<file path="src/hw/exu_settings.svh">
`ifndef EXU_SETTINGS_SVH
`define EXU_SETTINGS_SVH

// datapath width for operands, addresses and results
`define EXU_XLEN 32

// data memory depth as log2 of the number of words
`define EXU_DMEM_ADDR_BITS 8

`define EXU_DMEM_WORDS (1 << `EXU_DMEM_ADDR_BITS)

`endif

</file>
<file path="src/hw/exu_pkg.sv">
package exu_pkg;

	typedef enum logic [6:0] {
		LUI    = 7'b0110111,
		AUIPC  = 7'b0010111,
		JAL    = 7'b1101111,
		JALR   = 7'b1100111,
		BRANCH = 7'b1100011,
		LOAD   = 7'b0000011,
		STORE  = 7'b0100011,
		OP_IMM = 7'b0010011,
		OP     = 7'b0110011
	} opcode_e;

	typedef enum logic [3:0] {
		ALU_ADD,
		ALU_SUB,
		ALU_SLL,
		ALU_SLT,
		ALU_SLTU,
		ALU_XOR,
		ALU_SRL,
		ALU_SRA,
		ALU_OR,
		ALU_AND,
		ALU_PASS_B,
		ALU_LINK    // pc + 4
	} alu_op_e;

	// nine conditions need four bits
	typedef enum logic [3:0] {
		BR_NONE,
		BR_EQ,
		BR_NE,
		BR_LT,
		BR_GE,
		BR_LTU,
		BR_GEU,
		BR_JAL,
		BR_JALR
	} br_cond_e;

	typedef enum logic [3:0] {
		MEM_NONE,
		MEM_LB,
		MEM_LH,
		MEM_LW,
		MEM_LBU,
		MEM_LHU,
		MEM_SB,
		MEM_SH,
		MEM_SW
	} mem_kind_e;

endpackage

</file>
<file path="src/hw/exu_alu.sv">
`timescale 1ns/100ps

`include "exu_settings.svh"

module exu_alu import exu_pkg::*; (
	input  alu_op_e                alu_op,
	input  logic                   a_is_pc,
	input  logic                   b_is_imm,
	input  logic [`EXU_XLEN-1:0]   src1,
	input  logic [`EXU_XLEN-1:0]   src2,
	input  logic [`EXU_XLEN-1:0]   imm,
	input  logic [`EXU_XLEN-1:0]   pc,
	output logic [`EXU_XLEN-1:0]   alu_result
);

	logic [`EXU_XLEN-1:0] op_a;
	logic [`EXU_XLEN-1:0] op_b;
	logic [4:0]           shamt;
	logic                 lt_signed;
	logic                 lt_unsigned;

	assign op_a = a_is_pc ? pc : src1;
	assign op_b = b_is_imm ? imm : src2;
	assign shamt = op_b[4:0];    // srai imm carries funct7 above this

	assign lt_signed = $signed(op_a) < $signed(op_b);
	assign lt_unsigned = op_a < op_b;

	always_comb begin
		case (alu_op)
		ALU_ADD: begin
			alu_result = op_a + op_b;
		end
		ALU_SUB: begin
			alu_result = op_a - op_b;
		end
		ALU_SLL: begin
			alu_result = op_a << shamt;
		end
		ALU_SLT: begin
			alu_result = {{(`EXU_XLEN-1){1'b0}}, lt_signed};
		end
		ALU_SLTU: begin
			alu_result = {{(`EXU_XLEN-1){1'b0}}, lt_unsigned};
		end
		ALU_XOR: begin
			alu_result = op_a ^ op_b;
		end
		ALU_SRL: begin
			alu_result = op_a >> shamt;
		end
		ALU_SRA: begin
			alu_result = $unsigned($signed(op_a) >>> shamt);
		end
		ALU_OR: begin
			alu_result = op_a | op_b;
		end
		ALU_AND: begin
			alu_result = op_a & op_b;
		end
		ALU_PASS_B: begin
			alu_result = op_b;    // lui
		end
		ALU_LINK: begin
			alu_result = pc + `EXU_XLEN'd4;
		end
		default: begin
			alu_result = '0;
		end
		endcase
	end

endmodule

</file>
<file path="config.mk">
export PLATFORM = sky130hd
export DESIGN_NAME = exu_alu
export DESIGN_NICKNAME = d
export VERILOG_FILES = /design/src/hw/exu_pkg.sv /design/src/hw/exu_alu.sv
export VERILOG_INCLUDE_DIRS = /design/src /design/src/hw
export SDC_FILE = /design/constraint.sdc
export NUM_CORES = 1
export LEC_CHECK = 0
export BUFFER_PORTS_ARGS = -buffer_cell sky130_fd_sc_hd__buf_4
export CORE_ASPECT_RATIO = 1.1
export CORE_MARGIN = 3
export CORE_UTILIZATION = 55
export DETAILED_ROUTE_END_ITERATION = 10
export GPL_ROUTABILITY_DRIVEN = 1
export PLACE_DENSITY = 0.82
export SYNTH_ARGS = -nofsm -noshare
export SYNTH_HDL_FRONTEND = slang
export SYNTH_SLANG_ARGS = --single-unit
</file>
<file path="constraint.sdc">
create_clock -name vclk -period 10.1
set_input_delay 1.01 -clock vclk [all_inputs]
set_output_delay 1.01 -clock vclk [all_outputs]
set_load 0.02 [all_outputs]
</file>
# Word level (Yosys, flattened, before mapping)
# Index checks and enable logic that the tools add are counted.
dict set report word_totals {
  regBits 0
  inputBits 134
  out_inout_bits 32
  wordCells 26
}
dict set report classes {
  n_addsub 3
  magnitude_cmp 2
  n_eq_ne 11
  shift 3
  muxes 3
  bitwise_logic 3
  reduce_logical 1
}
# operator count
set op_table {}
lappend op_table {{case mux 32 bit (12 select lines)} 1}
lappend op_table {{< comparator 32 bit} 2}
lappend op_table {{two-way mux 32 bit} 2}
lappend op_table {{adder 32 x 3 -> 32 bit, second input constant} 1}
lappend op_table {{adder 32 bit} 1}
lappend op_table {{bitwise AND 32 bit} 1}
lappend op_table {{bitwise OR 32 bit} 1}
lappend op_table {{<< shifter 32 x 5 -> 32 bit} 1}
lappend op_table {{>> shifter 32 x 5 -> 32 bit} 1}
lappend op_table {{>>> shifter 32 x 5 -> 32 bit} 1}
lappend op_table {{subtractor 32 bit} 1}
lappend op_table {{bitwise XOR 32 bit} 1}
lappend op_table {{equality test 4 x 3 -> 1 bit, second input constant} 4}
lappend op_table {{equality test 4 bit, second input constant} 4}
lappend op_table {{equality test 4 x 2 -> 1 bit, second input constant} 2}
lappend op_table {{equality test 4 x 1 -> 1 bit, second input constant} 1}
lappend op_table {{logical NOT 4 bit} 1}

# Depth between registers and ports, before layout
dict set report logic_depth {
  depth_word 3
  mapped_depth 19
  mapped_depth_nobuf 14
}

# Worst setup path after synthesis
# OpenSTA, ideal clock, no wires.
dict set report synth_timing {
  kind {input-to-output}
  start {input port b_is_imm}
  end {output port alu_result[21]}
  t_arrival_ps 4962
  slack_ps 4128
  path_stages 17
  n_path_buf 6
  cell_sequence {buf_6 -> buf_2 -> mux2i_1 -> buf_2 -> buf_1 -> buf_1 -> ha_1 -> buf_2 -> nor2_1 -> a2111oi_2 -> nor3_1 -> a211oi_1 -> a21oi_1 -> a2111oi_0 -> a311oi_1 -> xnor2_1 -> a211o_1}
}
dict set report synth_between {
  elab_chain_len 3
  elab_cells_between_ends 10
  cone_classes {add/sub: 2; shift: 3; mux: 2; bitwise: 3}
}
# item line
set synth_lines {}
lappend synth_lines {{start, declared} exu_alu.sv:8} ;# input logic b_is_imm,
lappend synth_lines {{two-way mux 32 bit (*)} exu_alu.sv:23} ;# assign op_b = b_is_imm ? imm : src2;
lappend synth_lines {{subtractor 32 bit (tied with other cells)} exu_alu.sv:35} ;# alu_result = op_a - op_b;
lappend synth_lines {{case mux 32 bit (12 select lines) (*)} exu_alu.sv:30} ;# case (alu_op)
lappend synth_lines {{end, declared} exu_alu.sv:13} ;# output logic [`EXU_XLEN-1:0] alu_result
# Every way passes the cells marked *; elsewhere a longest branch is shown, timed or not.

# Worst setup path after layout
dict set report layout_timing {
  start {input port b_is_imm}
  end {output port alu_result[30]}
}
# The elaborated chain is that of the path after synthesis.

==> results by group <==
Floorplanning
  • Starting Density: 0.569
  • Chip width: 136 um
  • Die Ht: 149 um
  • I/O pin count: 166
  • Die area: 20300 um2
  • # rows: 51
  • Total core area: 18000 um2

GRT
  • GRT Util Overall: 0.451
  • First-pass GRT wire length: 71600 um
  • Vias in the first global route: 12.4k
  • Initial antenna violation count: 0
  • Remaining global-route overflow: 0
  • Pin count of the biggest net entering global routing: 65

Route
  • DR iter-0 viols: 2691
  • Vias: 13.7k
  • Drt wl/cell: 25.9 um
  • Antenna Nets Post-Route: 0
  • Via-per-instance ratio: 7.31
  • DRC viols: 0
  • Final WL: 48500 um
  • First-pass DRT Iterations: 6

Final layout
  • Number of fill cells: 1775
  • Fin nets: 1886
  • Clock buffers: 0
  • Ant diodes: 0
  • FF+latch count: 0
  • Share of cells above drive strength 1: 0.147
  • Area Growth Syn to Fin: 12.0%
  • Seq. cell area: 0 um2
  • Final instance area: 11500 um2

Timing
  • Upper clock frequency limit: 136 MHz
  • Min Tclk post-route: 7.35 ns
  • Setup TNS Final: 0 ns
  • Final number of max-transition violations: 0
  • Final Cycle Share: 0.728
  • RSZ-0062 raised after global routing: false
  • Slew of the pin with the lowest slew margin: 1.29 ns
  • Max-slew headroom: 0.133
  • Fin worst setup slack: 2.75 ns
  • Endpoints failing setup: 0
  • Final Hold Viols: 0

Critical path
  • Crit-path max cell delay: 0.70 ns
  • Most common cell on crit path: buf_4
  • Worst-path cell chain: buf_4 > mux2i_4 > buf_4 > inv_4 > ha_1 > fa_1 > o21bai_1 > a2111o_1 > o21ai_1 > a31o_2 > o21ai_0 > a31oi_1 > mux2i_1 > o221ai_1 > a211o_1 > buf_4
  • Worst Path Arrival: 6.34 ns
  • CP endpoint kind: output port
  • CP max FO: 57
  • CP Class: in2out
  • CP Launch Type: input pin
  • Slowest cell on the critical path: o21ai_0
  • CP Buf/Inv Count: 4
  • CP required: 9.09 ns
  • Crit-path leading delay family: compound AO/OA/AOI/OAI gates

Yosys
  • Top cell type's share of synthesized area: 0.138
  • Synth area leaders: ha_1, mux2i_1, a21oi_1, nor2_1, nand2_1
  • Synth Warn #: 0
  • Synth cell count leaders: nor2_1, nand2_1, a21oi_1
  • Synth area leader: ha_1
  • Top-count cell post-synth: nor2_1
  • Syn nets: 1813
  • Post-Syn Area: 10200 um2
  • Post-synthesis cell count: 1564
  • Syn Area/Cell: 6.55 um2
  • Sequential area share after synthesis: 0
  • Synth cell types: 81

Placement
  • Placed cell area: 11500 um2
  • I/O Buffers: 166
  • GPL Wtd Cong: 1.08
  • Pre-CTS setup slack: 2.96 ns
  • Post-DP HPWL: 37400 um

Power
  • Pwr dens: 77.9 nW/um2
  • Total power: 894 uW
  • Leak Pwr: 5.13 nW
  • IR drop worst, VDD: 0.0625 mV

CTS
  • CTS resizes: 0
  • Setup Buffers After CTS: 0
  • Cts hold-fix bufs: 0

Outcome
  • Status: finished, final reports clean

Run
  • Max cap viols: 0

Min path
  • Hold WC Path Type: in2out
[report_power, final]
part           total (mW)  switching [mW]  leakage [nW]  internal, mW
combinational       0.894           0.576          5.13         0.318
clock                   0               0             0             0
sequential              0               0             0             0
total               0.894           0.576          5.13         0.318
[final timing paths]
check / endpoint / slack [ns] / start / cells past startpoint
setup / recovery: alu_result[30] / 2.75 / b_is_imm / 16
hold / removal: alu_result[1] / 2.55 / pc[1] / 5
[cell usage in the layout, fill, tap and decap left out, types with 9 or more instances in the layout]
cell | netlist | final
nor3_1 | 39 | 38
nand3_1 | 41 | 41
ha_1 | 113 | 113
o221ai_1 | 14 | 14
mux2_2 | 20 | 20
a21oi_1 | 141 | 141
nor2b_1 | 12 | 12
o31ai_1 | 11 | 11
o21bai_1 | 13 | 13
nor2_1 | 163 | 161
o21ai_0 | 99 | 99
a221oi_1 | 24 | 24
xor2_1 | 12 | 12
o21ai_1 | 11 | 11
and3_1 | 16 | 16
a21o_1 | 14 | 14
mux2i_1 | 128 | 125
nor4_1 | 10 | 10
o22ai_1 | 30 | 30
buf_4 | 1 | 187
nand2_1 | 151 | 151
a2111oi_0 | 9 | 9
a211oi_1 | 37 | 37
o211ai_1 | 30 | 30
a31oi_1 | 17 | 17
inv_1 | 90 | 89
nand2b_1 | 11 | 11
a22oi_1 | 12 | 12
xnor2_1 | 39 | 39
o2111ai_1 | 11 | 11
[through the flow]
stage                     std cells  hold WS (ns)  utilization
after floorplan                1564          2.34            -
after global placement         1873          2.51        0.637
after detailed placement       1873          2.52        0.637
after CTS                      1873          2.52        0.637
after global routing           1873          2.55        0.637
final                          1873          2.55        0.637
[per-layer routing]
metal / GRT usage / routed length [um] / up-vias
met4: 0.188 / 2860 / 0
met2: 0.665 / 19900 / 1284
met3: 0.0995 / 7690 / 247
li1: - / - / 5942
met1: 0.630 / 18000 / 6219
met5: 0 / 0 / -
[cell families (layout without fill, tap and decap cells)]
| group | count (synthesis) | after routing | synth area share |
|---|---|---|---|
| XOR/XNOR | 51 | 51 | 0.0436 |
| AND/OR/NAND/NOR | 482 | 482 | 0.212 |
| buffers and inverters | 213 | 284 | 0.0866 |
| AO/OA/AOI/OAI | 543 | 543 | 0.349 |
| adder cells (fa/ha/maj) | 115 | 115 | 0.142 |
| multiplexers | 160 | 160 | 0.166 |
[cell type report]
class	count	area [um2]	area share
multi-input cells	1351	9400	0.820
repair buffers	187	1400	0.122
inverters	97	367	0.0320
well taps	238	298	0.0260
Note: power is estimated with default switching activity, not from simulation.
