### config.mk
export PLATFORM = sky130hd
export DESIGN_NAME = exu_branch
export DESIGN_NICKNAME = d
export VERILOG_FILES = /design/src/hw/exu_pkg.sv /design/src/hw/exu_branch.sv
export VERILOG_INCLUDE_DIRS = /design/src /design/src/hw
export SDC_FILE = /design/constraint.sdc
export NUM_CORES = 1
export LEC_CHECK = 0
export ABC_AREA = 1
export BUFFER_PORTS_ARGS = -buffer_cell sky130_fd_sc_hd__buf_2
export CAP_MARGIN = 20
export CORE_ASPECT_RATIO = 1.1
export CORE_MARGIN = 3
export CORE_UTILIZATION = 60
export DETAILED_ROUTE_END_ITERATION = 10
export GPL_TIMING_DRIVEN = 0
export PLACE_DENSITY = 0.95
export SLEW_MARGIN = 20
export SYNTH_ARGS = -nofsm -noshare
export SYNTH_HDL_FRONTEND = slang
export SYNTH_SLANG_ARGS = --single-unit
### constraint.sdc
create_clock -name vclk -period 3.85
set_input_delay 0 -clock vclk [all_inputs]
set_output_delay 0 -clock vclk [all_outputs]
set_load 0.03 [all_outputs]
### src/hw/exu_settings.svh
`ifndef EXU_SETTINGS_SVH
`define EXU_SETTINGS_SVH

// datapath width for operands, addresses and results
`define EXU_XLEN 32

// data memory depth as log2 of the number of words
`define EXU_DMEM_ADDR_BITS 8

`define EXU_DMEM_WORDS (1 << `EXU_DMEM_ADDR_BITS)

`endif

### src/hw/exu_pkg.sv
package exu_pkg;

	typedef enum logic [6:0] {
		LUI    = 7'b0110111,
		AUIPC  = 7'b0010111,
		JAL    = 7'b1101111,
		JALR   = 7'b1100111,
		BRANCH = 7'b1100011,
		LOAD   = 7'b0000011,
		STORE  = 7'b0100011,
		OP_IMM = 7'b0010011,
		OP     = 7'b0110011
	} opcode_e;

	typedef enum logic [3:0] {
		ALU_ADD,
		ALU_SUB,
		ALU_SLL,
		ALU_SLT,
		ALU_SLTU,
		ALU_XOR,
		ALU_SRL,
		ALU_SRA,
		ALU_OR,
		ALU_AND,
		ALU_PASS_B,
		ALU_LINK    // pc + 4
	} alu_op_e;

	// nine conditions need four bits
	typedef enum logic [3:0] {
		BR_NONE,
		BR_EQ,
		BR_NE,
		BR_LT,
		BR_GE,
		BR_LTU,
		BR_GEU,
		BR_JAL,
		BR_JALR
	} br_cond_e;

	typedef enum logic [3:0] {
		MEM_NONE,
		MEM_LB,
		MEM_LH,
		MEM_LW,
		MEM_LBU,
		MEM_LHU,
		MEM_SB,
		MEM_SH,
		MEM_SW
	} mem_kind_e;

endpackage

### src/hw/exu_branch.sv
`timescale 1ns/100ps

`include "exu_settings.svh"

module exu_branch import exu_pkg::*; (
	input  br_cond_e               br_cond,
	input  logic [`EXU_XLEN-1:0]   src1,
	input  logic [`EXU_XLEN-1:0]   src2,
	input  logic [`EXU_XLEN-1:0]   imm,
	input  logic [`EXU_XLEN-1:0]   pc,
	output logic [`EXU_XLEN-1:0]   target
);

	logic                 eq;
	logic                 lt_s;
	logic                 lt_u;
	logic                 taken;
	logic [`EXU_XLEN-1:0] pc_rel;
	logic [`EXU_XLEN-1:0] reg_rel;

	assign eq = src1 == src2;
	assign lt_s = $signed(src1) < $signed(src2);
	assign lt_u = src1 < src2;

	assign pc_rel = pc + imm;
	assign reg_rel = src1 + imm;

	always_comb begin
		case (br_cond)
		BR_EQ:   taken = eq;
		BR_NE:   taken = !eq;
		BR_LT:   taken = lt_s;
		BR_GE:   taken = !lt_s;
		BR_LTU:  taken = lt_u;
		BR_GEU:  taken = !lt_u;
		BR_JAL:  taken = 1'b1;
		BR_JALR: taken = 1'b1;
		default: taken = 1'b0;
		endcase
	end

	always_comb begin
		if (!taken)
			target = '0;    // zero means fall through
		else if (br_cond == BR_JALR)
			target = {reg_rel[`EXU_XLEN-1:1], 1'b0};
		else
			target = pc_rel;
	end

endmodule

Yosys cells after proc, flatten, opt, wreduce, memory -nomap -nowiden
Index checks and enable logic that the tools add are counted.

word-level totals
  register bits after elaboration = 0
  bits of input ports = 132
  output and inout bits = 32
  logic and storage cells = 20

cells by class
  add/sub/neg operators = 2
  $lt $le $gt $ge = 2
  equal/unequal tests = 9
  mux-type cells = 3
  reduce and logical (&&, ||, !) cells = 4

operator list
  cell                  number
  $add A32 B32 Y32      2
  $lt A32 B32 Y1        2
  $mux W32              2
  $eq A32 B32 Y1        1
  $eq A4 B3 Y1 const B  4
  $eq A4 B2 Y1 const B  2
  $pmux W1 S7           1
  $eq A4 B1 Y1 const B  1
  $eq A4 B4 Y1 const B  1
  $logic_not A1 Y1      3
  $reduce_or A2 Y1      1

Logic depth before layout (Yosys ltp)
Gate-level depths: netlist of the first run.

  word-level depth = 4
  depth in mapped cells = 19
  mapped depth without buffers = 18

Worst setup path after synthesis of the first run
OpenSTA, ideal clock, no wires.

  path type = input to output
  from = input port imm[0]
  to = output port target[28]
  data arrival time = 1664 ps
  required time = 3850 ps
  setup slack = 2186 ps
  cell stages on the path = 17
  path buffers = 0
  cells stage by stage = ha_1 -> fa_1 -> nand2_1 -> nand2_1 -> nand2_1 -> inv_1 -> nand2_1 -> nand2_1 -> nand2_1 -> nand2_1 -> nand3b_1 -> nand2_1 -> nand2_1 -> nand3_1 -> nand2_1 -> nand2_1 -> inv_1

on the way
  cells in the longest elaborated chain, start to end = 3
  elaborated cells on any way between the ends = 4
  those cells by class = add/sub: 2; mux: 2

ends and longest elaborated chain
  item                                 RTL line                            source
  from (decl)                          exu_branch.sv:9                     input logic [`EXU_XLEN-1:0] imm,
  $add A32 B32 Y32 (on tied branches)  exu_branch.sv:25, exu_branch.sv:26
  $mux W32 *                           exu_branch.sv:45                    else if (br_cond == BR_JALR)
  $mux W32 *                           exu_branch.sv:43                    if (!taken)
  to (decl)                            exu_branch.sv:11                    output logic [`EXU_XLEN-1:0] target

Every way passes the cells marked *; elsewhere a longest branch is shown, timed or not.

Worst setup path in the final report of the first run
  from = input port src1[31]
  to = output port target[17]

on the way
  cells in the longest elaborated chain, start to end = 4
  elaborated cells on any way between the ends = 8
  those cells by class = order compare: 2; eq/ne: 1; mux: 2; reduce/logical: 3

ends and longest elaborated chain
  item                                          RTL line                                              source
  from (decl)                                   exu_branch.sv:7                                       input logic [`EXU_XLEN-1:0] src1,
  $lt A32 B32 Y1, or another cell as far along  exu_branch.sv:23                                      assign lt_u = src1 < src2;
  $logic_not A1 Y1 (on tied branches)           exu_branch.sv:35, exu_branch.sv:31, exu_branch.sv:33
  $pmux W1 S7 *                                 exu_branch.sv:29                                      case (br_cond)
  $mux W32 *                                    exu_branch.sv:43

Marked as above.

==> flow_metrics.tcl, run 1 <==
set metrics [dict create \
    status "finished clean" \
    finalWirelength_microns 20600 \
    layout-drive-gt1-share_pct 14.1 \
    pwr-share-comb_pct 100.0 \
    dr_total_vias 7829 \
    maxCapViolations 0 \
    p_switching_mw 0.705 \
    hold_class "primary input to output port" \
    fin_ws_ns 1.38 \
    fin_cells 1409 \
    initial_core_util_pct 62.9 \
    antenna_left 0 \
    grt_antenna_before_repair 0 \
    leakage_nw 4.25 \
    num_rows 36 \
    critical_path_class "primary input to output port" \
    cts_setup_buffers 0 \
    grt_pass1_vias 6996 \
    dp_slack_ns 1.45 \
    power_density_mw_per_mm2 162 \
    synth-simple-area-share_pct 44.2 \
    synth_top_cell_by_area "nand2_1" \
    maxSlewViolCount 0 \
    final_cell_mix "358 x nand2_1, 212 x inv_1, 165 x buf_2" \
    cts_resized 0 \
    clockPowerShare_pct 0 \
    critPathMaxFanout 10 \
    ir_worst_vdd_uv 100 \
    final_common_cell "nand2_1" \
    seq_power_share_pct 0 \
    io_buffer_count 163 \
    diodes 0 \
    critPathRequiredTime_ns 3.85 \
    gp_congestion 1.04 \
    relSlewSlack_pct 56.0 \
    dieArea_sq_mm 0.0107 \
    fmax_mhz 405 \
    die_h_microns 108 \
    syn_inst 1132 \
    drtPass1Iterations 5 \
    internal_power_mw 0.374 \
    synth_warnings 0 \
    area_growth_pct 16.8 \
    swShare_pct 65.3 \
    nClkBuffers 0 \
    ctsHoldBuffers 0 \
    rsz0062_at_grt "no" \
    synth_top_family_by_area "simple AND/OR/NAND/NOR gates" \
    arrival_ns 2.47 \
    via_per_inst 5.56 \
    fillers 920 \
    synth_nets 1359 \
    overflow 0 \
    synth_area_sq_mm 0.00569 \
    yosys.area_share.adder_pct 21.1 \
    finalHoldViolations 0 \
    grt_pass1_wl_microns 32400 \
    final_nets 1524 \
    setup_viol 0 \
    finalWorstPathRequiredPeriod_ns 2.47 \
    synth_xor_area_share_pct 1.69 \
    grt_max_degree 11 \
    regArea_sq_um 0 \
    ys_seq_area_share_pct 0 \
    tns_ns 0 \
    cp-end-kind "output port" \
    startpoint_type "primary input" \
    synth_compound_area_share_pct 17.4 \
    drtIter0Drc 712 \
    grt_util_all_layers_pct 36.9 \
    syn_avg_cell_area_sq_um 5.03 \
    core_sq_mm 0.00905 \
    seq_cells 0 \
    ys_types 32 \
    finalCritPeriodShare_pct 64.1 \
    synth.area.mux_share_pct 0 \
    die_x_microns 98.9 \
    dp.cells 1409 \
    avgRoutedWirePerCell_microns 14.6 \
    synth.area.top_cells "nand2_1 24%, ha_1 20%, inv_1 14%" \
    netlist.area_leader.share_pct 23.6 \
    drc 0 \
    io_pins 164 \
    tightestPinTransition_ns 0.660 \
    hpwl_microns 18200 \
]
metrics by stage:
| step | area (sq um) | total power, mW | hold WS [ns] | utilization (%) |
|---|---|---|---|---|
| 2_1_floorplan | 5690 | 0.737 | 0.436 | - |
| 3_3_place_gp | 6650 | 1.03 | 0.576 | 73.5 |
| 3_5_place_dp | 6650 | 1.05 | 0.601 | 73.5 |
| 4_1_cts | 6650 | 1.06 | 0.602 | 73.5 |
| 5_1_grt | 6650 | 1.21 | 0.649 | 73.5 |
| 6_report | 6650 | 1.08 | 0.593 | 73.5 |
power groups by stage:
stage                     sequential (mW)  combinational [mW]  clock [mW]
after floorplan                         0               0.737           0
after global placement                  0                1.03           0
after detailed placement                0                1.05           0
after CTS                               0                1.06           0
after global routing                    0                1.21           0
final                                   0                1.08           0
logic make-up after synthesis:
| family | count (synthesis) |
|---|---|
| simple gates | 606 |
| buf+inv | 230 |
| compound gates | 190 |
| fa+ha+maj | 95 |
| xor+xnor | 11 |
synthesized netlist by cell type, types with 3 or more instances:
| cell | n |
|---|---|
| inv_2 | 8 |
| ha_1 | 93 |
| a21oi_1 | 106 |
| nand3_1 | 92 |
| inv_1 | 212 |
| nor3_1 | 11 |
| o21ai_0 | 65 |
| o21bai_1 | 4 |
| nand3b_1 | 6 |
| nand4_1 | 18 |
| xnor2_1 | 8 |
| a21o_1 | 3 |
| a21boi_0 | 3 |
| o21ai_1 | 3 |
| buf_6 | 3 |
| nor2_1 | 110 |
| nand2_1 | 358 |
| clkbuf_1 | 5 |
| xor2_1 | 3 |
final cells by class:
type,count,area (sq um),area share [%]
Buffer,10,62.6,0.940
Tap cell,114,143,2.14
Multi-Input combinational cell,902,4810,72.2
Timing Repair Buffer,163,816,12.3
Inverter,220,826,12.4
metal layers:
metal  vias up  track usage, %  part of all wire, %
li1       3967               -                    -
met1      3412            49.8                   41
met2       400            62.6                   45
met3        50            5.10                   12
met4         0            7.80                  2.6
met5         -               0                    0
worst max-delay path: stages:
cell and delay, ns:
buf_2 0.11, ha_1 0.39, nand2_1 0.12, nor2_1 0.06, nand2_1 0.11, inv_1 0.05
a21oi_1 0.49, a21oi_1 0.16, nor2_2 0.13, nand3_2 0.25, buf_6 0.25, nand2_1 0.12
inv_2 0.03, buf_2 0.17
final timing paths:
| path | from | to | slack (ns) | cells past startpoint |
|---|---|---|---|---|
| setup / recovery | src1[31] | target[17] | 1.38 | 14 |
| hold / removal | pc[0] | target[0] | 0.59 | 7 |
(Power assumes the default switching activity.)
==> run 2, diff against run 1 <==
--- a/config.mk
+++ b/config.mk
@@ -11,10 +11,10 @@
 export CAP_MARGIN = 20
 export CORE_ASPECT_RATIO = 1.1
 export CORE_MARGIN = 3
-export CORE_UTILIZATION = 60
+export CORE_UTILIZATION = 51
 export DETAILED_ROUTE_END_ITERATION = 10
 export GPL_TIMING_DRIVEN = 0
-export PLACE_DENSITY = 0.95
+export PLACE_DENSITY = 0.88
 export SLEW_MARGIN = 20
 export SYNTH_ARGS = -nofsm -noshare
 export SYNTH_HDL_FRONTEND = slang
==> constraint.sdc (replaced) <==
create_clock -name vclk -period 2
set_input_delay 0 -clock vclk [all_inputs]
set_output_delay 0 -clock vclk [all_outputs]
set_load 0.03 [all_outputs]
==> run 2 against run 1 <==
Effect of this change: the flow now finishes with violations (design-rule violations, negative setup slack); die area grew 17%; count of clock-buffer cells in the layout is the same; largest power group unchanged; core utilization shrank 2.9 points; combinational power grew 130%; critical path depth grew 1; design area grew 13%; cell count grew 2.5%.
==> flow_metrics.tcl, run 2 (synthesis results as in run 1) <==
set metrics [dict create \
    status "complete, but fails checks" \
    violations "design-rule violations, negative setup slack" \
    critPathMaxFanout 8 \
    finalWirelength_microns 23300 \
    io_buffer_count 163 \
    dieArea_sq_mm 0.0125 \
    p_switching_mw 1.57 \
    drc 1 \
    grt_pass1_vias 7254 \
    final_cell_mix "310 x nand2_1, 185 x inv_1, 128 x buf_2" \
    layout-drive-gt1-share_pct 24.1 \
    num_rows 39 \
    cpMostUsedCell "nor2_4" \
    core_sq_mm 0.0106 \
    grt_pass1_wl_microns 32600 \
    io_pins 164 \
    finalPower_mw 2.51 \
    setup_viol 32 \
    finalHoldViolations 0 \
    fillers 961 \
    dp.cells 1438 \
    power_density_mw_per_mm2 334 \
    maxCapViolations 0 \
    multiInputGateArea_sq_mm 0.00532 \
    grt_max_degree 11 \
    crit_family "simple AND/OR/NAND/NOR gates" \
    relSlewSlack_pct 55.3 \
    finalWorstPathRequiredPeriod_ns 2.08 \
    maxSlewViolCount 0 \
    avgRoutedWirePerCell_microns 16.1 \
    rsz0062_at_grt "yes" \
    die_x_microns 107 \
    holdPathStages 7 \
    fmax_mhz 480 \
    final_nets 1530 \
    area_growth_pct 31.9 \
    finalCritPeriodShare_pct 104 \
    antenna_left 0 \
    grt_antenna_before_repair 0 \
    internal_power_mw 0.935 \
    min-delay-start "pc[0]" \
    arrival_ns 2.08 \
    seq_cells 0 \
    overflow 0 \
    leakage_nw 4.35 \
    tightestPinTransition_ns 0.671 \
    diodes 0 \
    critPathMaxStageDelay_ns 0.29 \
    grt_util_all_layers_pct 32.2 \
    critPathRequiredTime_ns 2.00 \
    hold_class "primary input to output port" \
    path_cells "buf_2, ha_1, nand2_1, nor2_2, nand4_1, nor2_4, a21oi_2, nor2_1, nand2_2, nor2_4, nand3_4, buf_8, nand2_4, inv_2, buf_6" \
    die_h_microns 117 \
    fin_cells 1444 \
    hold_path_end "target[0]" \
    final_common_cell "nand2_1" \
    drtIter0Drc 767 \
    gp_congestion 1.01 \
    cp-end-kind "output port" \
    seq_power_share_pct 0 \
    dr_total_vias 8221 \
    fin_ws_ns -0.0836 \
    nClkBuffers 0 \
    clockPowerShare_pct 0 \
    initial_core_util_pct 53.5 \
    tns_ns -1.91 \
    ctsHoldBuffers 0 \
    swShare_pct 62.7 \
    drtPass1Iterations 11 \
    dp_slack_ns -0.474 \
    crit_slowest_cell "ha_1" \
    hpwl_microns 18200 \
    ir_worst_vdd_uv 155 \
    via_per_inst 5.69 \
    regArea_sq_um 0 \
    startpoint_type "primary input" \
    critical_path_class "primary input to output port" \
    worst-path-buf-inv 4 \
    pwr-share-comb_pct 100.0 \
]
## run 2: changes by cell type in the layout (fill, tap and decap cells not counted), sizes merged
cell / previous run / this run
buf: 168 / 174
## run 2: worst max-delay path by stage
stage,start,endpoint,slack [ns],depth (start not counted)
floorplan,imm[0],target[28],0.34,17
global placement,src1[31],target[16],-0.44,13
finish,src1[7],target[16],-0.08,15
global route,src1[7],target[28],-0.22,15
detailed placement,src1[31],target[16],-0.47,13
CTS,imm[0],target[16],-0.007,20
## run 2: layout make-up
cell class         instances  share of cell area, %
inverters                220                   11.0
well taps                143                   2.38
repair buffers           169                   14.8
multi-input cells        902                   70.9
plain buffers             10                  0.883
## run 2: power by group through the flow
stage | sequential [mW] | combinational, mW | clock, mW
after global placement | 0 | 1.99 | 0
after detailed placement | 0 | 2.02 | 0
final | 0 | 2.51 | 0
after CTS | 0 | 2.12 | 0
after global routing | 0 | 2.73 | 0
after floorplan | 0 | 1.42 | 0
## run 2: what timing repair did
item / 4_1_cts / 5_1_grt
buffers inserted: 2 / 1
setup endpoints to repair: 32 / 32
gates resized for setup: 53 / 198
pin swaps: 7 / 23
hold endpoints to repair: 0 / 0
cloned: 1 / 2
## run 2: metrics by stage
step	hold WS, ns	cell area (sq um)	utilization, %
6_report	0.614	7510	70.6
5_1_grt	0.644	7510	70.6
4_1_cts	0.615	6930	65.2
3_5_place_dp	0.599	6690	62.9
3_3_place_gp	0.582	6690	62.9
2_1_floorplan	0.436	5690	-
## run 2: tightest hold or removal path, delay by kind of cell
family | cells | cell delay (ns)
buffers and inverters | 4 | 0.29
AND/OR/NAND/NOR | 2 | 0.19
adder cells (fa/ha/maj) | 1 | 0.13
## run 2: metal layers
layer	routed length, microns	global-route usage (%)
met5	0	0
met4	1250	9.21
met3	2250	4.61
met2	10900	58.3
met1	8910	40.0
==> run 3, diff against run 2 <==
--- a/config.mk
+++ b/config.mk
@@ -9,12 +9,14 @@
 export ABC_AREA = 1
 export BUFFER_PORTS_ARGS = -buffer_cell sky130_fd_sc_hd__buf_2
 export CAP_MARGIN = 20
+export CELL_PAD_IN_SITES_DETAIL_PLACEMENT = 1
+export CELL_PAD_IN_SITES_GLOBAL_PLACEMENT = 1
 export CORE_ASPECT_RATIO = 1.1
 export CORE_MARGIN = 3
-export CORE_UTILIZATION = 51
+export CORE_UTILIZATION = 32
 export DETAILED_ROUTE_END_ITERATION = 10
 export GPL_TIMING_DRIVEN = 0
-export PLACE_DENSITY = 0.88
+export PLACE_DENSITY = 0.87
 export SLEW_MARGIN = 20
 export SYNTH_ARGS = -nofsm -noshare
 export SYNTH_HDL_FRONTEND = slang
==> run 3 against run 2 <==
Effect of this change: the flow finishes with violations (negative setup slack); worst hold slack improved by 0.042 ns; first-iteration DRC count fell by 2.9%; fmax fell by 2.8%; cell count rose by 7.0%; critical path depth did not move; sequential share of layout area did not move; core utilization fell by 23 points; flip-flop and latch count did not move; combinational power rose by 15%; highest routed layer unchanged.
==> flow_metrics.tcl, run 3 (synthesis results as in run 1) <==
set metrics [dict create \
    tightestPinTransition_ns 0.780 \
    cpMostUsedCell "nand2_1" \
    dp.cells 1529 \
    seq_power_share_pct 0 \
    fmax_mhz 466 \
    p_switching_mw 1.84 \
    maxCapViolations 0 \
    leakage_nw 4.50 \
    maxSlewViolCount 0 \
    dieArea_sq_mm 0.0194 \
    die_h_microns 146 \
    final_cell_mix "298 x nand2_1, 188 x inv_1, 121 x buf_2" \
    finalHoldViolations 0 \
    path_cells "buf_2, ha_2, nand2_1, nor2_1, nand3_2, nand2_2, nand2_1, nand2_1, nand2_1, nand3_1, nand2_1, inv_1, nand2_4, inv_2, buf_6" \
    layout-drive-gt1-share_pct 28.8 \
    overflow 0 \
    critPathRequiredTime_ns 2.00 \
    nClkBuffers 0 \
    avgRoutedWirePerCell_microns 21.0 \
    finalCritPeriodShare_pct 107 \
    crit_family "simple AND/OR/NAND/NOR gates" \
    startpoint_type "primary input" \
    fin_ws_ns -0.144 \
    setup_viol 27 \
    area_growth_pct 43.2 \
    final_nets 1540 \
    critPathMaxFanout 5 \
    arrival_ns 2.14 \
    fin_area_sq_mm 0.00815 \
    io_pins 164 \
    tns_ns -2.38 \
    worst-path-buf-inv 4 \
    final_common_cell "nand2_1" \
    fillers 2468 \
    antenna_left 0 \
    critical_path_class "primary input to output port" \
    pwr-share-comb_pct 100.0 \
    dr_total_vias 8860 \
    finalWirelength_microns 32400 \
    via_per_inst 5.73 \
    crit_slowest_cell "ha_2" \
    status "complete, but fails checks" \
    hold_class "primary input to output port" \
    die_x_microns 133 \
    violations "negative setup slack" \
    rsz0062_at_grt "yes" \
    finalPower_mw 2.89 \
    regArea_sq_um 0 \
    grt_pass1_vias 8869 \
    grt_antenna_before_repair 0 \
    fin_cells 1545 \
    num_rows 50 \
    drc 0 \
    drtPass1Iterations 5 \
    ctsHoldBuffers 0 \
    core_sq_mm 0.0173 \
    grt_max_degree 12 \
    grt_pass1_wl_microns 43700 \
    swShare_pct 63.6 \
    placed_cell_area_sq_mm 0.00680 \
    grt_util_all_layers_pct 27.2 \
    clockPowerShare_pct 0 \
    finalWorstPathRequiredPeriod_ns 2.14 \
    drtIter0Drc 745 \
    internal_power_mw 1.05 \
    initial_core_util_pct 33.0 \
    cp-end-kind "output port" \
    hpwl_microns 22200 \
    relSlewSlack_pct 48.0 \
    diodes 0 \
    critPathMaxStageDelay_ns 0.41 \
    io_buffer_count 163 \
    seq_cells 0 \
    power_density_mw_per_mm2 355 \
    ir_worst_vdd_uv 123 \
    gp_congestion 0.979 \
]
-- run 3: path summary, 6_finish.rpt --
path	end	cells past startpoint	from	slack, ns
worst max-delay path	target[22]	15	imm[12]	-0.14
worst min-delay path	target[31]	9	pc[31]	0.66
-- run 3: repair_timing --
action                                  in CTS  in global routing
endpoints found under the setup margin      32                 32
buffers inserted                             8                  8
resized for setup                          194                137
pin swaps                                   32                 14
endpoints found under the hold margin        0                  0
gates cloned                                 2                  0
-- run 3: layout make-up --
class | instances | area, sq um | area share [%]
Buffer | 9 | 58.8 | 0.721
Multi-Input combinational cell | 902 | 5710 | 70.0
Inverter | 220 | 831 | 10.2
Tap cell | 234 | 293 | 3.59
Timing Repair Buffer | 180 | 1260 | 15.5
-- run 3: routing by layer --
| metal | vias to the layer above | track usage (%) | share of wire, % |
|---|---|---|---|
| met5 | - | 0 | 0 |
| li1 | 4003 | - | - |
| met3 | 170 | 2.73 | 7.2 |
| met1 | 4204 | 31.8 | 37 |
| met2 | 483 | 51.2 | 49 |
| met4 | 0 | 9.31 | 6.3 |
-- run 3: power groups by stage --
stage	logic (mW)	clock network, mW	registers, mW
5_1_grt	3.08	0	0
4_1_cts	2.44	0	0
3_5_place_dp	2.11	0	0
6_report	2.89	0	0
3_3_place_gp	2.04	0	0
2_1_floorplan	1.42	0	0
-- run 3: metrics by stage --
step	setup slack [ns]	util, %	hold slack [ns]
6_report	-0.144	47.2	0.656
5_1_grt	-0.230	47.2	0.709
4_1_cts	-0.0233	44.1	0.623
3_5_place_dp	-0.612	39.4	0.599
3_3_place_gp	-0.589	39.4	0.589
2_1_floorplan	0.336	-	0.436
