===== src/hw/exu_settings.svh =====
`ifndef EXU_SETTINGS_SVH
`define EXU_SETTINGS_SVH

// datapath width for operands, addresses and results
`define EXU_XLEN 32

// data memory depth as log2 of the number of words
`define EXU_DMEM_ADDR_BITS 8

`define EXU_DMEM_WORDS (1 << `EXU_DMEM_ADDR_BITS)

`endif


===== src/hw/exu_pkg.sv =====
package exu_pkg;

	typedef enum logic [6:0] {
		LUI    = 7'b0110111,
		AUIPC  = 7'b0010111,
		JAL    = 7'b1101111,
		JALR   = 7'b1100111,
		BRANCH = 7'b1100011,
		LOAD   = 7'b0000011,
		STORE  = 7'b0100011,
		OP_IMM = 7'b0010011,
		OP     = 7'b0110011
	} opcode_e;

	typedef enum logic [3:0] {
		ALU_ADD,
		ALU_SUB,
		ALU_SLL,
		ALU_SLT,
		ALU_SLTU,
		ALU_XOR,
		ALU_SRL,
		ALU_SRA,
		ALU_OR,
		ALU_AND,
		ALU_PASS_B,
		ALU_LINK    // pc + 4
	} alu_op_e;

	// nine conditions need four bits
	typedef enum logic [3:0] {
		BR_NONE,
		BR_EQ,
		BR_NE,
		BR_LT,
		BR_GE,
		BR_LTU,
		BR_GEU,
		BR_JAL,
		BR_JALR
	} br_cond_e;

	typedef enum logic [3:0] {
		MEM_NONE,
		MEM_LB,
		MEM_LH,
		MEM_LW,
		MEM_LBU,
		MEM_LHU,
		MEM_SB,
		MEM_SH,
		MEM_SW
	} mem_kind_e;

endpackage


===== src/hw/exu_decode.sv =====
`timescale 1ns/100ps

module exu_decode import exu_pkg::*; (
	input  logic [6:0] opcode,
	input  logic [2:0] funct3,
	input  logic [6:0] funct7,
	output alu_op_e    alu_op,
	output logic       a_is_pc,
	output logic       b_is_imm,
	output br_cond_e   br_cond,
	output mem_kind_e  mem_kind,
	output logic       writes_val
);

	opcode_e op;

	assign op = opcode_e'(opcode);

	always_comb begin
		alu_op = ALU_ADD;
		a_is_pc = 1'b0;
		b_is_imm = 1'b0;
		br_cond = BR_NONE;
		mem_kind = MEM_NONE;
		writes_val = 1'b0;
		case (op)
		LUI: begin
			alu_op = ALU_PASS_B;
			b_is_imm = 1'b1;
			writes_val = 1'b1;
		end
		AUIPC: begin
			a_is_pc = 1'b1;
			b_is_imm = 1'b1;
			writes_val = 1'b1;
		end
		JAL: begin
			alu_op = ALU_LINK;
			br_cond = BR_JAL;
			writes_val = 1'b1;
		end
		JALR: begin
			if (funct3 == 3'b000) begin
				alu_op = ALU_LINK;
				br_cond = BR_JALR;
				writes_val = 1'b1;
			end
		end
		BRANCH: begin
			case (funct3)
			3'b000: br_cond = BR_EQ;
			3'b001: br_cond = BR_NE;
			3'b100: br_cond = BR_LT;
			3'b101: br_cond = BR_GE;
			3'b110: br_cond = BR_LTU;
			3'b111: br_cond = BR_GEU;
			default: br_cond = BR_NONE;
			endcase
		end
		LOAD: begin
			b_is_imm = 1'b1;    // address = src1 + imm
			writes_val = 1'b1;
			case (funct3)
			3'b000: mem_kind = MEM_LB;
			3'b001: mem_kind = MEM_LH;
			3'b010: mem_kind = MEM_LW;
			3'b100: mem_kind = MEM_LBU;
			3'b101: mem_kind = MEM_LHU;
			default: writes_val = 1'b0;
			endcase
		end
		STORE: begin
			b_is_imm = 1'b1;
			case (funct3)
			3'b000: mem_kind = MEM_SB;
			3'b001: mem_kind = MEM_SH;
			3'b010: mem_kind = MEM_SW;
			default: mem_kind = MEM_NONE;
			endcase
		end
		OP_IMM: begin
			b_is_imm = 1'b1;
			writes_val = 1'b1;
			case (funct3)
			3'b000: alu_op = ALU_ADD;
			3'b010: alu_op = ALU_SLT;
			3'b011: alu_op = ALU_SLTU;
			3'b100: alu_op = ALU_XOR;
			3'b110: alu_op = ALU_OR;
			3'b111: alu_op = ALU_AND;
			3'b001: begin
				if (funct7 == 7'b0000000)
					alu_op = ALU_SLL;
				else
					writes_val = 1'b0;
			end
			default: begin    // srli / srai
				if (funct7 == 7'b0000000)
					alu_op = ALU_SRL;
				else if (funct7 == 7'b0100000)
					alu_op = ALU_SRA;
				else
					writes_val = 1'b0;
			end
			endcase
		end
		OP: begin
			writes_val = 1'b1;
			case ({funct7, funct3})
			10'b0000000_000: alu_op = ALU_ADD;
			10'b0100000_000: alu_op = ALU_SUB;
			10'b0000000_001: alu_op = ALU_SLL;
			10'b0000000_010: alu_op = ALU_SLT;
			10'b0000000_011: alu_op = ALU_SLTU;
			10'b0000000_100: alu_op = ALU_XOR;
			10'b0000000_101: alu_op = ALU_SRL;
			10'b0100000_101: alu_op = ALU_SRA;
			10'b0000000_110: alu_op = ALU_OR;
			10'b0000000_111: alu_op = ALU_AND;
			default: writes_val = 1'b0;
			endcase
		end
		default: ;    // fence, system and anything else
		endcase
	end

endmodule


===== config.mk =====
export PLATFORM = sky130hd
export DESIGN_NAME = exu_decode
export DESIGN_NICKNAME = d
export VERILOG_FILES = /design/src/hw/exu_settings.svh /design/src/hw/exu_pkg.sv /design/src/hw/exu_decode.sv
export SDC_FILE = /design/constraint.sdc
export NUM_CORES = 1
export LEC_CHECK = 0
export ABC_AREA = 1
export BUFFER_PORTS_ARGS = -buffer_cell sky130_fd_sc_hd__buf_2
export CAP_MARGIN = 10
export CORE_MARGIN = 8
export CORE_UTILIZATION = 44
export DETAILED_ROUTE_END_ITERATION = 10
export GPL_ROUTABILITY_DRIVEN = 0
export GPL_TIMING_DRIVEN = 1
export PLACE_DENSITY = 0.92
export SYNTH_ARGS = -nofsm -noshare
export SYNTH_HDL_FRONTEND = slang
export SYNTH_SLANG_ARGS = --single-unit

===== constraint.sdc =====
create_clock -name vclk -period 0.8
set_input_delay 0.04 -clock vclk [all_inputs]
set_output_delay 0.04 -clock vclk [all_outputs]
set_load 0.01 [all_outputs]

==> results.txt, run 1 <==
status: did not finish
Stopped at: 4_1_cts
Error: [ERROR DPL-0038] Utilization greater than 100%, impossible to legalize
Die H: 53.4 um
Ports: 32
Seq/Total Area, Yosys: 0%
Port Buffers: 32
Initial Util: 47.4%
Post-CTS Setup Inserts: 5
Post-Syn Instances: 137
Post-DP HPWL: 2.29 mm
Synth area leader: nand2_1
Die W: 53.4 um
Synth Net Count: 154
mapped cell area: 617 um2
Mapped Avg Cell Area: 4.50 um2
row count: 13
Warnings, synthesis: 0
DP Worst Slack: -0.343 ns
post-CTS sizing: 54
share of the synthesized area in the top cell type: 26.8%
Yosys cell types: 18
Hold Buf Count CTS: 0
top cells by area, synth: nand2_1, nand3_1, nor2_1
Yosys cell counts, drive strengths merged:
cell / number
nand2: 45
o211ai: 1
o2111ai: 1
nand4: 4
buf: 2
inv: 22
nor3: 4
o31ai: 3
o21ai: 7
nor2: 27
nand3: 19
a21oi: 1
nand3b: 1
through the flow:
stage,instances,hold WS [ns],area [um2],TNS [ns]
after detailed placement,211,0.413,1120,-4.08
after global placement,211,0.401,1120,-3.45
after floorplan,137,0.128,747,0
cell families after synthesis:
family / Yosys count / share of synthesized area [%]
buffers and inverters: 24 / 15.4
and+or+nand+nor: 100 / 71.8
AOI/OAI and AO/OA: 13 / 12.8
==> inputs of run 2 (changes only) <==
--- a/config.mk
+++ b/config.mk
@@ -8,12 +8,12 @@
 export ABC_AREA = 1
 export BUFFER_PORTS_ARGS = -buffer_cell sky130_fd_sc_hd__buf_2
 export CAP_MARGIN = 10
-export CORE_MARGIN = 8
-export CORE_UTILIZATION = 44
+export CORE_AREA = 8 8 69 71
 export DETAILED_ROUTE_END_ITERATION = 10
+export DIE_AREA = 0 0 77 79
 export GPL_ROUTABILITY_DRIVEN = 0
 export GPL_TIMING_DRIVEN = 1
-export PLACE_DENSITY = 0.92
+export PLACE_DENSITY_LB_ADDON = 0.15
 export SYNTH_ARGS = -nofsm -noshare
 export SYNTH_HDL_FRONTEND = slang
 export SYNTH_SLANG_ARGS = --single-unit
==> constraint.sdc (replaced) <==
create_clock -name vclk -period 1.05
set_input_delay 0.0525 -clock vclk [all_inputs]
set_output_delay 0.0525 -clock vclk [all_outputs]
set_load 0.01 [all_outputs]
==> run 2 against run 1 <==
Against the previous run: the flow now finishes, with violations (setup timing); synthesized area unchanged; synthesized cell count unchanged.
==> results.txt, run 2 <==
status: finished with violations
failing checks: setup timing
Post-Syn Instances: 137 (unchanged)
register area: 0 um2
clkbuf count: 0
largest net degree at the start of global routing: 9
Initial Util: 16.2% (-31 points)
Residual DRC: 0
combinational share of power: 100.0%
Warnings, synthesis: 0 (unchanged)
Leakage: 0.000787 uW
Port Buffers: 32 (unchanged)
post-layout min period: 1.07 ns
Area growth, synth to finish: 137%
number of global-route vias before repair: 1161
CP Launch Type: input pin
crit path max fanout: 5
fin crit share: 102%
Peak VDD IR: 104 uV
CP endpoint kind: output pin
DRT iter0 DRCs: 27
routing usage on met2: 18.2%
final setup fails: 4
gr busiest metal: met2
Hold WC Path Type: in2out
max_slew headroom: 85.7%
max_cap viols: 0
Seq Cell Count: 0
die footprint: 6080 um2
Synth Net Count: 154 (unchanged)
Yosys cell types: 18 (unchanged)
row count: 23 (+10)
DP Worst Slack: -0.197 ns (+0.147 ns)
switching fraction of total power: 51.4%
Synth area leader: nand2_1
Placeable Area: 3800 um2
WP data arrival: 1.02 ns
Ports: 32 (unchanged)
cell-internal power: 176 uW
Detailed Routing Iterations Pass 1: 4
share of the synthesized area in the top cell type: 26.8% (unchanged)
total power: 363 uW
Post-Route WL: 2.93 mm
Inserted Diodes: 0
Max Freq: 0.934 GHz
switching power summed over all nets: 187 uW
Die W: 77 um (+44%)
Tot GR Track Use: 9.47%
Die H: 79 um (+48%)
Mapped Avg Cell Area: 4.50 um2 (unchanged)
unrepaired setup endpoints after global routing: yes
first-pass GRT wire length: 5.07 mm
Slew @ Worst Pin: 0.214 ns
commonest non-fill, non-tap cell in the layout: buf_4
Final Util: 38.5%
Worst EP required: 1.00 ns
worst hold stages: 4
routed vias: 1105
average via count per standard cell: 4.32
Hold Buf Count CTS: 0 (unchanged)
mapped cell area: 617 um2 (unchanged)
GRT met3 Usage: 2.26%
met1 global-route usage: 10.8%
initial antenna violation count: 0
Setup WS post-layout: -0.0205 ns
GRT overflow: 0
worst hold margin: 0.507 ns
WL/cell: 11.4 um
crit path kind: in2out
Hold Vio Cnt, Final: 0
Clock power frac: 0%
pwr/cell area: 248 nW/um2
top cells by area, synth: nand2_1, nand3_1, nor2_1
layout cell share with drive strength beyond 1: 63.1%
highest-count cells in the layout ignoring fill and taps: buf_4, nand2_1, buf_2
Seq pwr share: 0%
Slew Viols, Final: 0
antenna-violating nets left: 0
Seq/Total Area, Yosys: 0% (unchanged)
most common library cells after synthesis: nand2_1, nor2_1, nand3_1
Post-DP HPWL: 2.30 mm (+0.59%)
cell with the most instances after synthesis: nand2_1
nets@finish: 225
[run 2: cell counts after synthesis]
Identical to the previous run, type by type.
[run 2: cell type report]
| type | instances | area (um2) |
|---|---|---|
| multi-input combinational | 113 | 758 |
| timing repair buffer | 71 | 553 |
| tap | 50 | 62.6 |
| inverter | 22 | 90.1 |
| fill | 436 | 2330 |
[run 2: kinds of logic after synthesis]
kind of cell | count (synthesis) | synth area share, %
and+or+nand+nor | 100 | 71.8
buffers and inverters | 24 | 15.4
AOI/OAI and AO/OA | 13 | 12.8
[run 2: what timing repair did]
item,4_1_cts,5_1_grt
setup endpoints to repair,12,12
pin swaps,24,19
setup buffers,2,1
gates resized for setup,59,38
hold endpoints to repair,0,0
[run 2: per-layer routing]
metal | vias to the layer above | wire, um
met4 | 0 | 0
met2 | 26 | 1550
met1 | 497 | 1190
met5 | - | 0
li1 | 582 | -
met3 | 0 | 187
[run 2: stage by stage]
step / setup TNS (ns) / area, um2 / instances
finish: -0.0469 / 1460 / 256
global route: -0.768 / 1460 / 256
CTS: -0.176 / 1320 / 255
detailed placement: -0.970 / 1100 / 253
global placement: -1.22 / 1100 / 253
floorplan: 0 / 617 / 137
[run 2: final timing paths]
kind | start | end | slack [ns]
setup / recovery | funct3[1] | alu_op[0] | -0.02
hold / removal | opcode[5] | a_is_pc | 0.51
[run 2: power by group through the flow]
stage / Clock [uW] / Combinational [uW] / Sequential, uW
floorplan: 0 / 98.7 / 0
global placement: 0 / 252 / 0
detailed placement: 0 / 249 / 0
CTS: 0 / 324 / 0
global route: 0 / 396 / 0
finish: 0 / 363 / 0
[run 2: worst max-delay path, cell delays in order]
cell and delay, ns:
buf_6 0.11, nor2_4 0.19, inv_2 0.08, nor2_1 0.09, nand3_1 0.07, nand2_1 0.07
nor2_1 0.05, nand2_1 0.06, nand2_1 0.05, nand3_1 0.07, buf_2 0.13
(Power assumes the default switching activity.)
==> inputs of run 3 (changes only) <==
--- a/config.mk
+++ b/config.mk
@@ -6,11 +6,13 @@
 export NUM_CORES = 1
 export LEC_CHECK = 0
 export ABC_AREA = 1
-export BUFFER_PORTS_ARGS = -buffer_cell sky130_fd_sc_hd__buf_2
 export CAP_MARGIN = 10
+export CELL_PAD_IN_SITES_DETAIL_PLACEMENT = 0
+export CELL_PAD_IN_SITES_GLOBAL_PLACEMENT = 1
 export CORE_AREA = 8 8 69 71
 export DETAILED_ROUTE_END_ITERATION = 10
 export DIE_AREA = 0 0 77 79
+export DONT_BUFFER_PORTS = 1
 export GPL_ROUTABILITY_DRIVEN = 0
 export GPL_TIMING_DRIVEN = 1
 export PLACE_DENSITY_LB_ADDON = 0.15
==> run 3 against run 2 <==
Against the previous run: the run now ends clean; combinational power is 57% lower; non-clock buffer count is 56 lower; wire length is 9.6% lower; critical path depth is 4 lower; final area is 37% lower; worst hold slack worse by 0.35 ns; sequential share of layout area stayed put; die area stayed put; cell count is 22% lower; via count is 19% lower; largest cell class unchanged; highest routed layer is now met4.
==> results.txt, run 3 (same netlist as run 2, synthesis figures left out) <==
status: complete, no violations
final setup fails: 0 (-4)
register area: 0 um2 (unchanged)
number of global-route vias before repair: 932 (-20%)
Seq pwr share: 0% (unchanged)
Post-DP HPWL: 2.21 mm (-3.8%)
WP data arrival: 0.94 ns (-0.08 ns)
post-layout min period: 0.990 ns (-0.0804 ns)
Fill cells: 472 (+8.3%)
Die H: 79 um (unchanged)
Placeable Area: 3800 um2 (unchanged)
Seq Cell Count: 0 (unchanged)
fin crit share: 94.3% (-7.7 points)
CP Launch Type: input pin
row count: 23 (unchanged)
clkbuf count: 0 (unchanged)
max_slew headroom: 78.4% (-7.3 points)
Hold Buf Count CTS: 0 (unchanged)
Worst EP required: 1.00 ns (about the same)
combinational share of power: 100.0% (about the same)
Port Buffers: 0 (-100%)
Clock power frac: 0% (unchanged)
crit path max fanout: 5 (unchanged)
switching power summed over all nets: 104 uW (-44%)
layout cell share with drive strength beyond 1: 35.3% (-28 points)
Detailed Routing Iterations Pass 1: 4 (unchanged)
routed vias: 899 (-19%)
Residual DRC: 0 (unchanged)
GRT overflow: 0 (unchanged)
die footprint: 6080 um2 (unchanged)
Slew Viols, Final: 0 (unchanged)
Die W: 77 um (unchanged)
Inserted Diodes: 0 (unchanged)
commonest non-fill, non-tap cell in the layout: nand2_1
Area growth, synth to finish: 48.9%
antenna-violating nets left: 0 (unchanged)
max_cap viols: 0 (unchanged)
crit path kind: in2out
DP Worst Slack: -0.0202 ns (+0.177 ns)
average via count per standard cell: 4.50 (+4.1%)
CP endpoint kind: output pin
Slew @ Worst Pin: 0.324 ns (+0.110 ns)
WL/cell: 13.2 um (+16%)
Post-Route WL: 2.64 mm (-9.6%)
initial antenna violation count: 0 (unchanged)
Initial Util: 16.2% (unchanged)
highest-count cells in the layout ignoring fill and taps: nand2_1, nor2_1, nand3_1
nets@finish: 169 (-25%)
largest net degree at the start of global routing: 13 (+4)
Hold WC Path Type: in2out
Max Freq: 1.01 GHz (+8.1%)
DRT iter0 DRCs: 12 (-56%)
Peak VDD IR: 55.3 uV (-47%)
pwr/cell area: 169 nW/um2 (-32%)
unrepaired setup endpoints after global routing: yes
Setup WS post-layout: 0.0599 ns (+0.0804 ns)
Final Util: 24.2% (-14 points)
Hold Vio Cnt, Final: 0 (unchanged)
Tot GR Track Use: 8.01% (-1.5 points)
switching fraction of total power: 67.0% (+16 points)
Ports: 32 (unchanged)
Leakage: 0.000468 uW (-41%)
first-pass GRT wire length: 4.22 mm (-17%)
footprint of the multi-input gates: 653 um2 (-14%)
cell-internal power: 51.2 uW (-71%)
-- run 3: layout make-up --
type	instances	share of cell area [%]
repair buffers	15	13.1
multi-input cells	113	71.1
inverters	22	8.99
well taps	50	6.81
-- run 3: what timing repair did --
action / in CTS / in global routing
pin swaps: 0 / 7
buffers inserted: 0 / 2
endpoints found under the setup margin: 1 / 10
gates resized for setup: 4 / 34
-- run 3: worst paths after layout --
| check | startpoint | cells past startpoint | slack [ns] | endpoint |
|---|---|---|---|---|
| hold / removal | opcode[5] | 1 | 0.16 | a_is_pc |
| setup / recovery | opcode[4] | 7 | 0.06 | br_cond[2] |
-- run 3: routing by layer --
layer / up-vias / track usage, % / part of all wire, %
met4: 0 / 0.566 / 0.72
met2: 24 / 15.8 / 50
met1: 405 / 8.68 / 42
met5: - / 0 / 0
met3: 2 / 2.03 / 7.4
li1: 468 / - / -
-- run 3: power groups by stage --
stage	Sequential, uW	Clock, uW	Combinational (uW)
floorplan	0	0	98.7
global placement	0	0	126
detailed placement	0	0	123
CTS	0	0	126
global route	0	0	172
finish	0	0	155
-- run 3: worst max-delay path, stage by stage --
cell,delay (ns)
inv_2,0.06
nand2_2,0.07
nor2_4,0.13
nand4_1,0.22
buf_4,0.22
o31ai_4,0.05
buf_6,0.13
-- run 3: per-stage QoR --
| stage | cells | area, um2 | TNS, ns | hold slack (ns) | power (uW) |
|---|---|---|---|---|---|
| 2_1_floorplan | 137 | 617 | 0 | 0.153 | 98.7 |
| 3_3_place_gp | 198 | 764 | -0.0241 | 0.161 | 126 |
| 3_5_place_dp | 198 | 764 | -0.0202 | 0.159 | 123 |
| 4_1_cts | 198 | 774 | 0 | 0.159 | 126 |
| 5_1_grt | 200 | 918 | -0.0314 | 0.163 | 172 |
| 6_report | 200 | 918 | 0 | 0.156 | 155 |
==> inputs of run 4 (changes only) <==
--- a/config.mk
+++ b/config.mk
@@ -9,9 +9,9 @@
 export CAP_MARGIN = 10
 export CELL_PAD_IN_SITES_DETAIL_PLACEMENT = 0
 export CELL_PAD_IN_SITES_GLOBAL_PLACEMENT = 1
-export CORE_AREA = 8 8 69 71
+export CORE_AREA = 2 2 63 65
 export DETAILED_ROUTE_END_ITERATION = 10
-export DIE_AREA = 0 0 77 79
+export DIE_AREA = 0 0 65 67
 export DONT_BUFFER_PORTS = 1
 export GPL_ROUTABILITY_DRIVEN = 0
 export GPL_TIMING_DRIVEN = 1
==> run 4 against run 3 <==
Against the previous run: final area shrank 1.8%; cell count is 0.50% higher; critical path depth did not move; combinational power down 3%; fmax grew 2.6%; count of clock-buffer cells in the layout did not move; first-iteration DRC count increased to 3.5 times the previous value; die area down 28%; critical endpoint is now mem_kind[0]; highest routed layer unchanged.
==> results.txt, run 4 (same netlist as run 2, synthesis figures left out) <==
status: complete, no violations
WP data arrival: 0.91 ns (-0.03 ns)
average via count per standard cell: 4.61 (+2.5%)
routed vias: 926 (+3.0%)
Initial Util: 17.1% (+0.87 points)
switching fraction of total power: 62.6% (-4.4 points)
antenna-violating nets left: 0 (unchanged)
CP Launch Type: input pin
Crit. Startpoint: opcode[1]
Critical path buffers and inverters: 2 (-1)
Area growth, synth to finish: 46.2%
max_slew headroom: 81.2% (+2.9 points)
row count: 22 (-4.3%)
Clock power frac: 0% (unchanged)
clkbuf count: 0 (unchanged)
die footprint: 4360 um2 (-28%)
layout cell share with drive strength beyond 1: 34.0% (-1.3 points)
DP Worst Slack: 0.0229 ns (+0.0432 ns)
Placeable Area: 3610 um2 (-5.1%)
initial antenna violation count: 0 (unchanged)
total power: 150 uW (-3.1%)
Critical Path Max Stage Delay: 0.28 ns (+0.06 ns)
Setup WS post-layout: 0.0851 ns (+0.0251 ns)
post-layout min period: 0.965 ns (-0.0251 ns)
Detailed Routing Iterations Pass 1: 4 (unchanged)
register area: 0 um2 (unchanged)
pwr/cell area: 167 nW/um2 (-1.4%)
final setup fails: 0 (unchanged)
crit path kind: in2out
unrepaired setup endpoints after global routing: yes
Leakage: 0.000495 uW (+5.8%)
highest-count cells in the layout ignoring fill and taps: nand2_1, buf_4, inv_1
cell-internal power: 56.2 uW (+9.7%)
Port Buffers: 0 (unchanged)
nets@finish: 172 (+1.8%)
Seq pwr share: 0% (unchanged)
Seq Cell Count: 0 (unchanged)
CP endpoint kind: output pin
Die W: 65 um (-16%)
Hold Vio Cnt, Final: 0 (unchanged)
Ports: 32 (unchanged)
number of global-route vias before repair: 894 (-4.1%)
commonest non-fill, non-tap cell in the layout: nand2_1
switching power summed over all nets: 94.1 uW (-9.5%)
Inserted Diodes: 0 (unchanged)
Tot GR Track Use: 10.8% (+2.8 points)
GRT overflow: 0 (unchanged)
CP Cell Sequence: nand2_2 -> inv_2 -> nand2_2 -> nor2_4 -> nand3_2 -> o31ai_1 -> buf_4
Die H: 67 um (-15%)
Worst EP required: 1.00 ns (about the same)
Hold WC Path Type: in2out
Residual DRC: 0 (unchanged)
crit path max fanout: 3 (-2)
first-pass GRT wire length: 3.82 mm (-9.5%)
largest net degree at the start of global routing: 13 (unchanged)
fin crit share: 91.9% (-2.4 points)
DRT iter0 DRCs: 42 (+30)
Slew Viols, Final: 0 (unchanged)
Post-DP HPWL: 2.05 mm (-7.3%)
max_cap viols: 0 (unchanged)
Peak VDD IR: 56.2 uV (+1.7%)
Max Freq: 1.04 GHz (+2.6%)
slowest stage cell, crit path: o31ai_1
combinational share of power: 100.0% (about the same)
Post-Route WL: 2.49 mm (-5.7%)
WL/cell: 12.4 um (-6.1%)
CP most frequent cell: nand2_2
Slew @ Worst Pin: 0.279 ns (-0.0453 ns)
HP Start: opcode[5]
family with the most delay on the worst path: simple AND/OR/NAND/NOR gates
[run 4: changes by cell type in the layout (fill, tap and decap cells not counted), moves of 2 or more]
cell,previous run,this run
nor2_2,5,11
nand2_2,8,3
buf_4,13,17
nand2_1,36,40
nor2_1,16,13
nor2_4,6,3
inv_1,14,16
inv_2,8,6
[run 4: timing repair]
action | in CTS | in global routing
setup endpoints to repair | 0 | 8
gates resized for setup | 0 | 30
setup buffers | 0 | 2
hold buffers | 0 | 0
[run 4: per-layer routing]
layer	vias to the layer above	share of wire, %	global-route usage (%)
met5	-	0	0
met4	0	0.56	0
met3	2	4.0	0.507
li1	477	-	-
met1	427	43	12.7
met2	20	52	22.3
[run 4: path summary, 6_finish.rpt]
check	end	slack, ns	depth (start not counted)
setup / recovery	mem_kind[0]	0.09	7
hold / removal	a_is_pc	0.15	1
[run 4: area by class of cell]
class	count	area, um2
Fill cell	447	2700
Tap cell	48	60.1
Inverter	22	82.6
Timing Repair Buffer	18	139
Multi-Input combinational cell	113	621
[run 4: per-stage QoR]
step	utilization (%)	instances	setup TNS (ns)	cell area (um2)	hold slack, ns
5_1_grt	25.0	201	-0.0645	902	0.162
4_1_cts	21.8	199	0	785	0.155
3_5_place_dp	21.8	199	0	785	0.155
2_1_floorplan	-	137	0	617	0.153
6_report	25.0	201	0	902	0.154
3_3_place_gp	21.8	199	0	785	0.157
[run 4: power groups by stage]
stage               sequential (uW)  combinational, uW  clock, uW
floorplan                         0               98.7          0
global placement                  0                129          0
detailed placement                0                128          0
CTS                               0                129          0
global route                      0                168          0
finish                            0                150          0
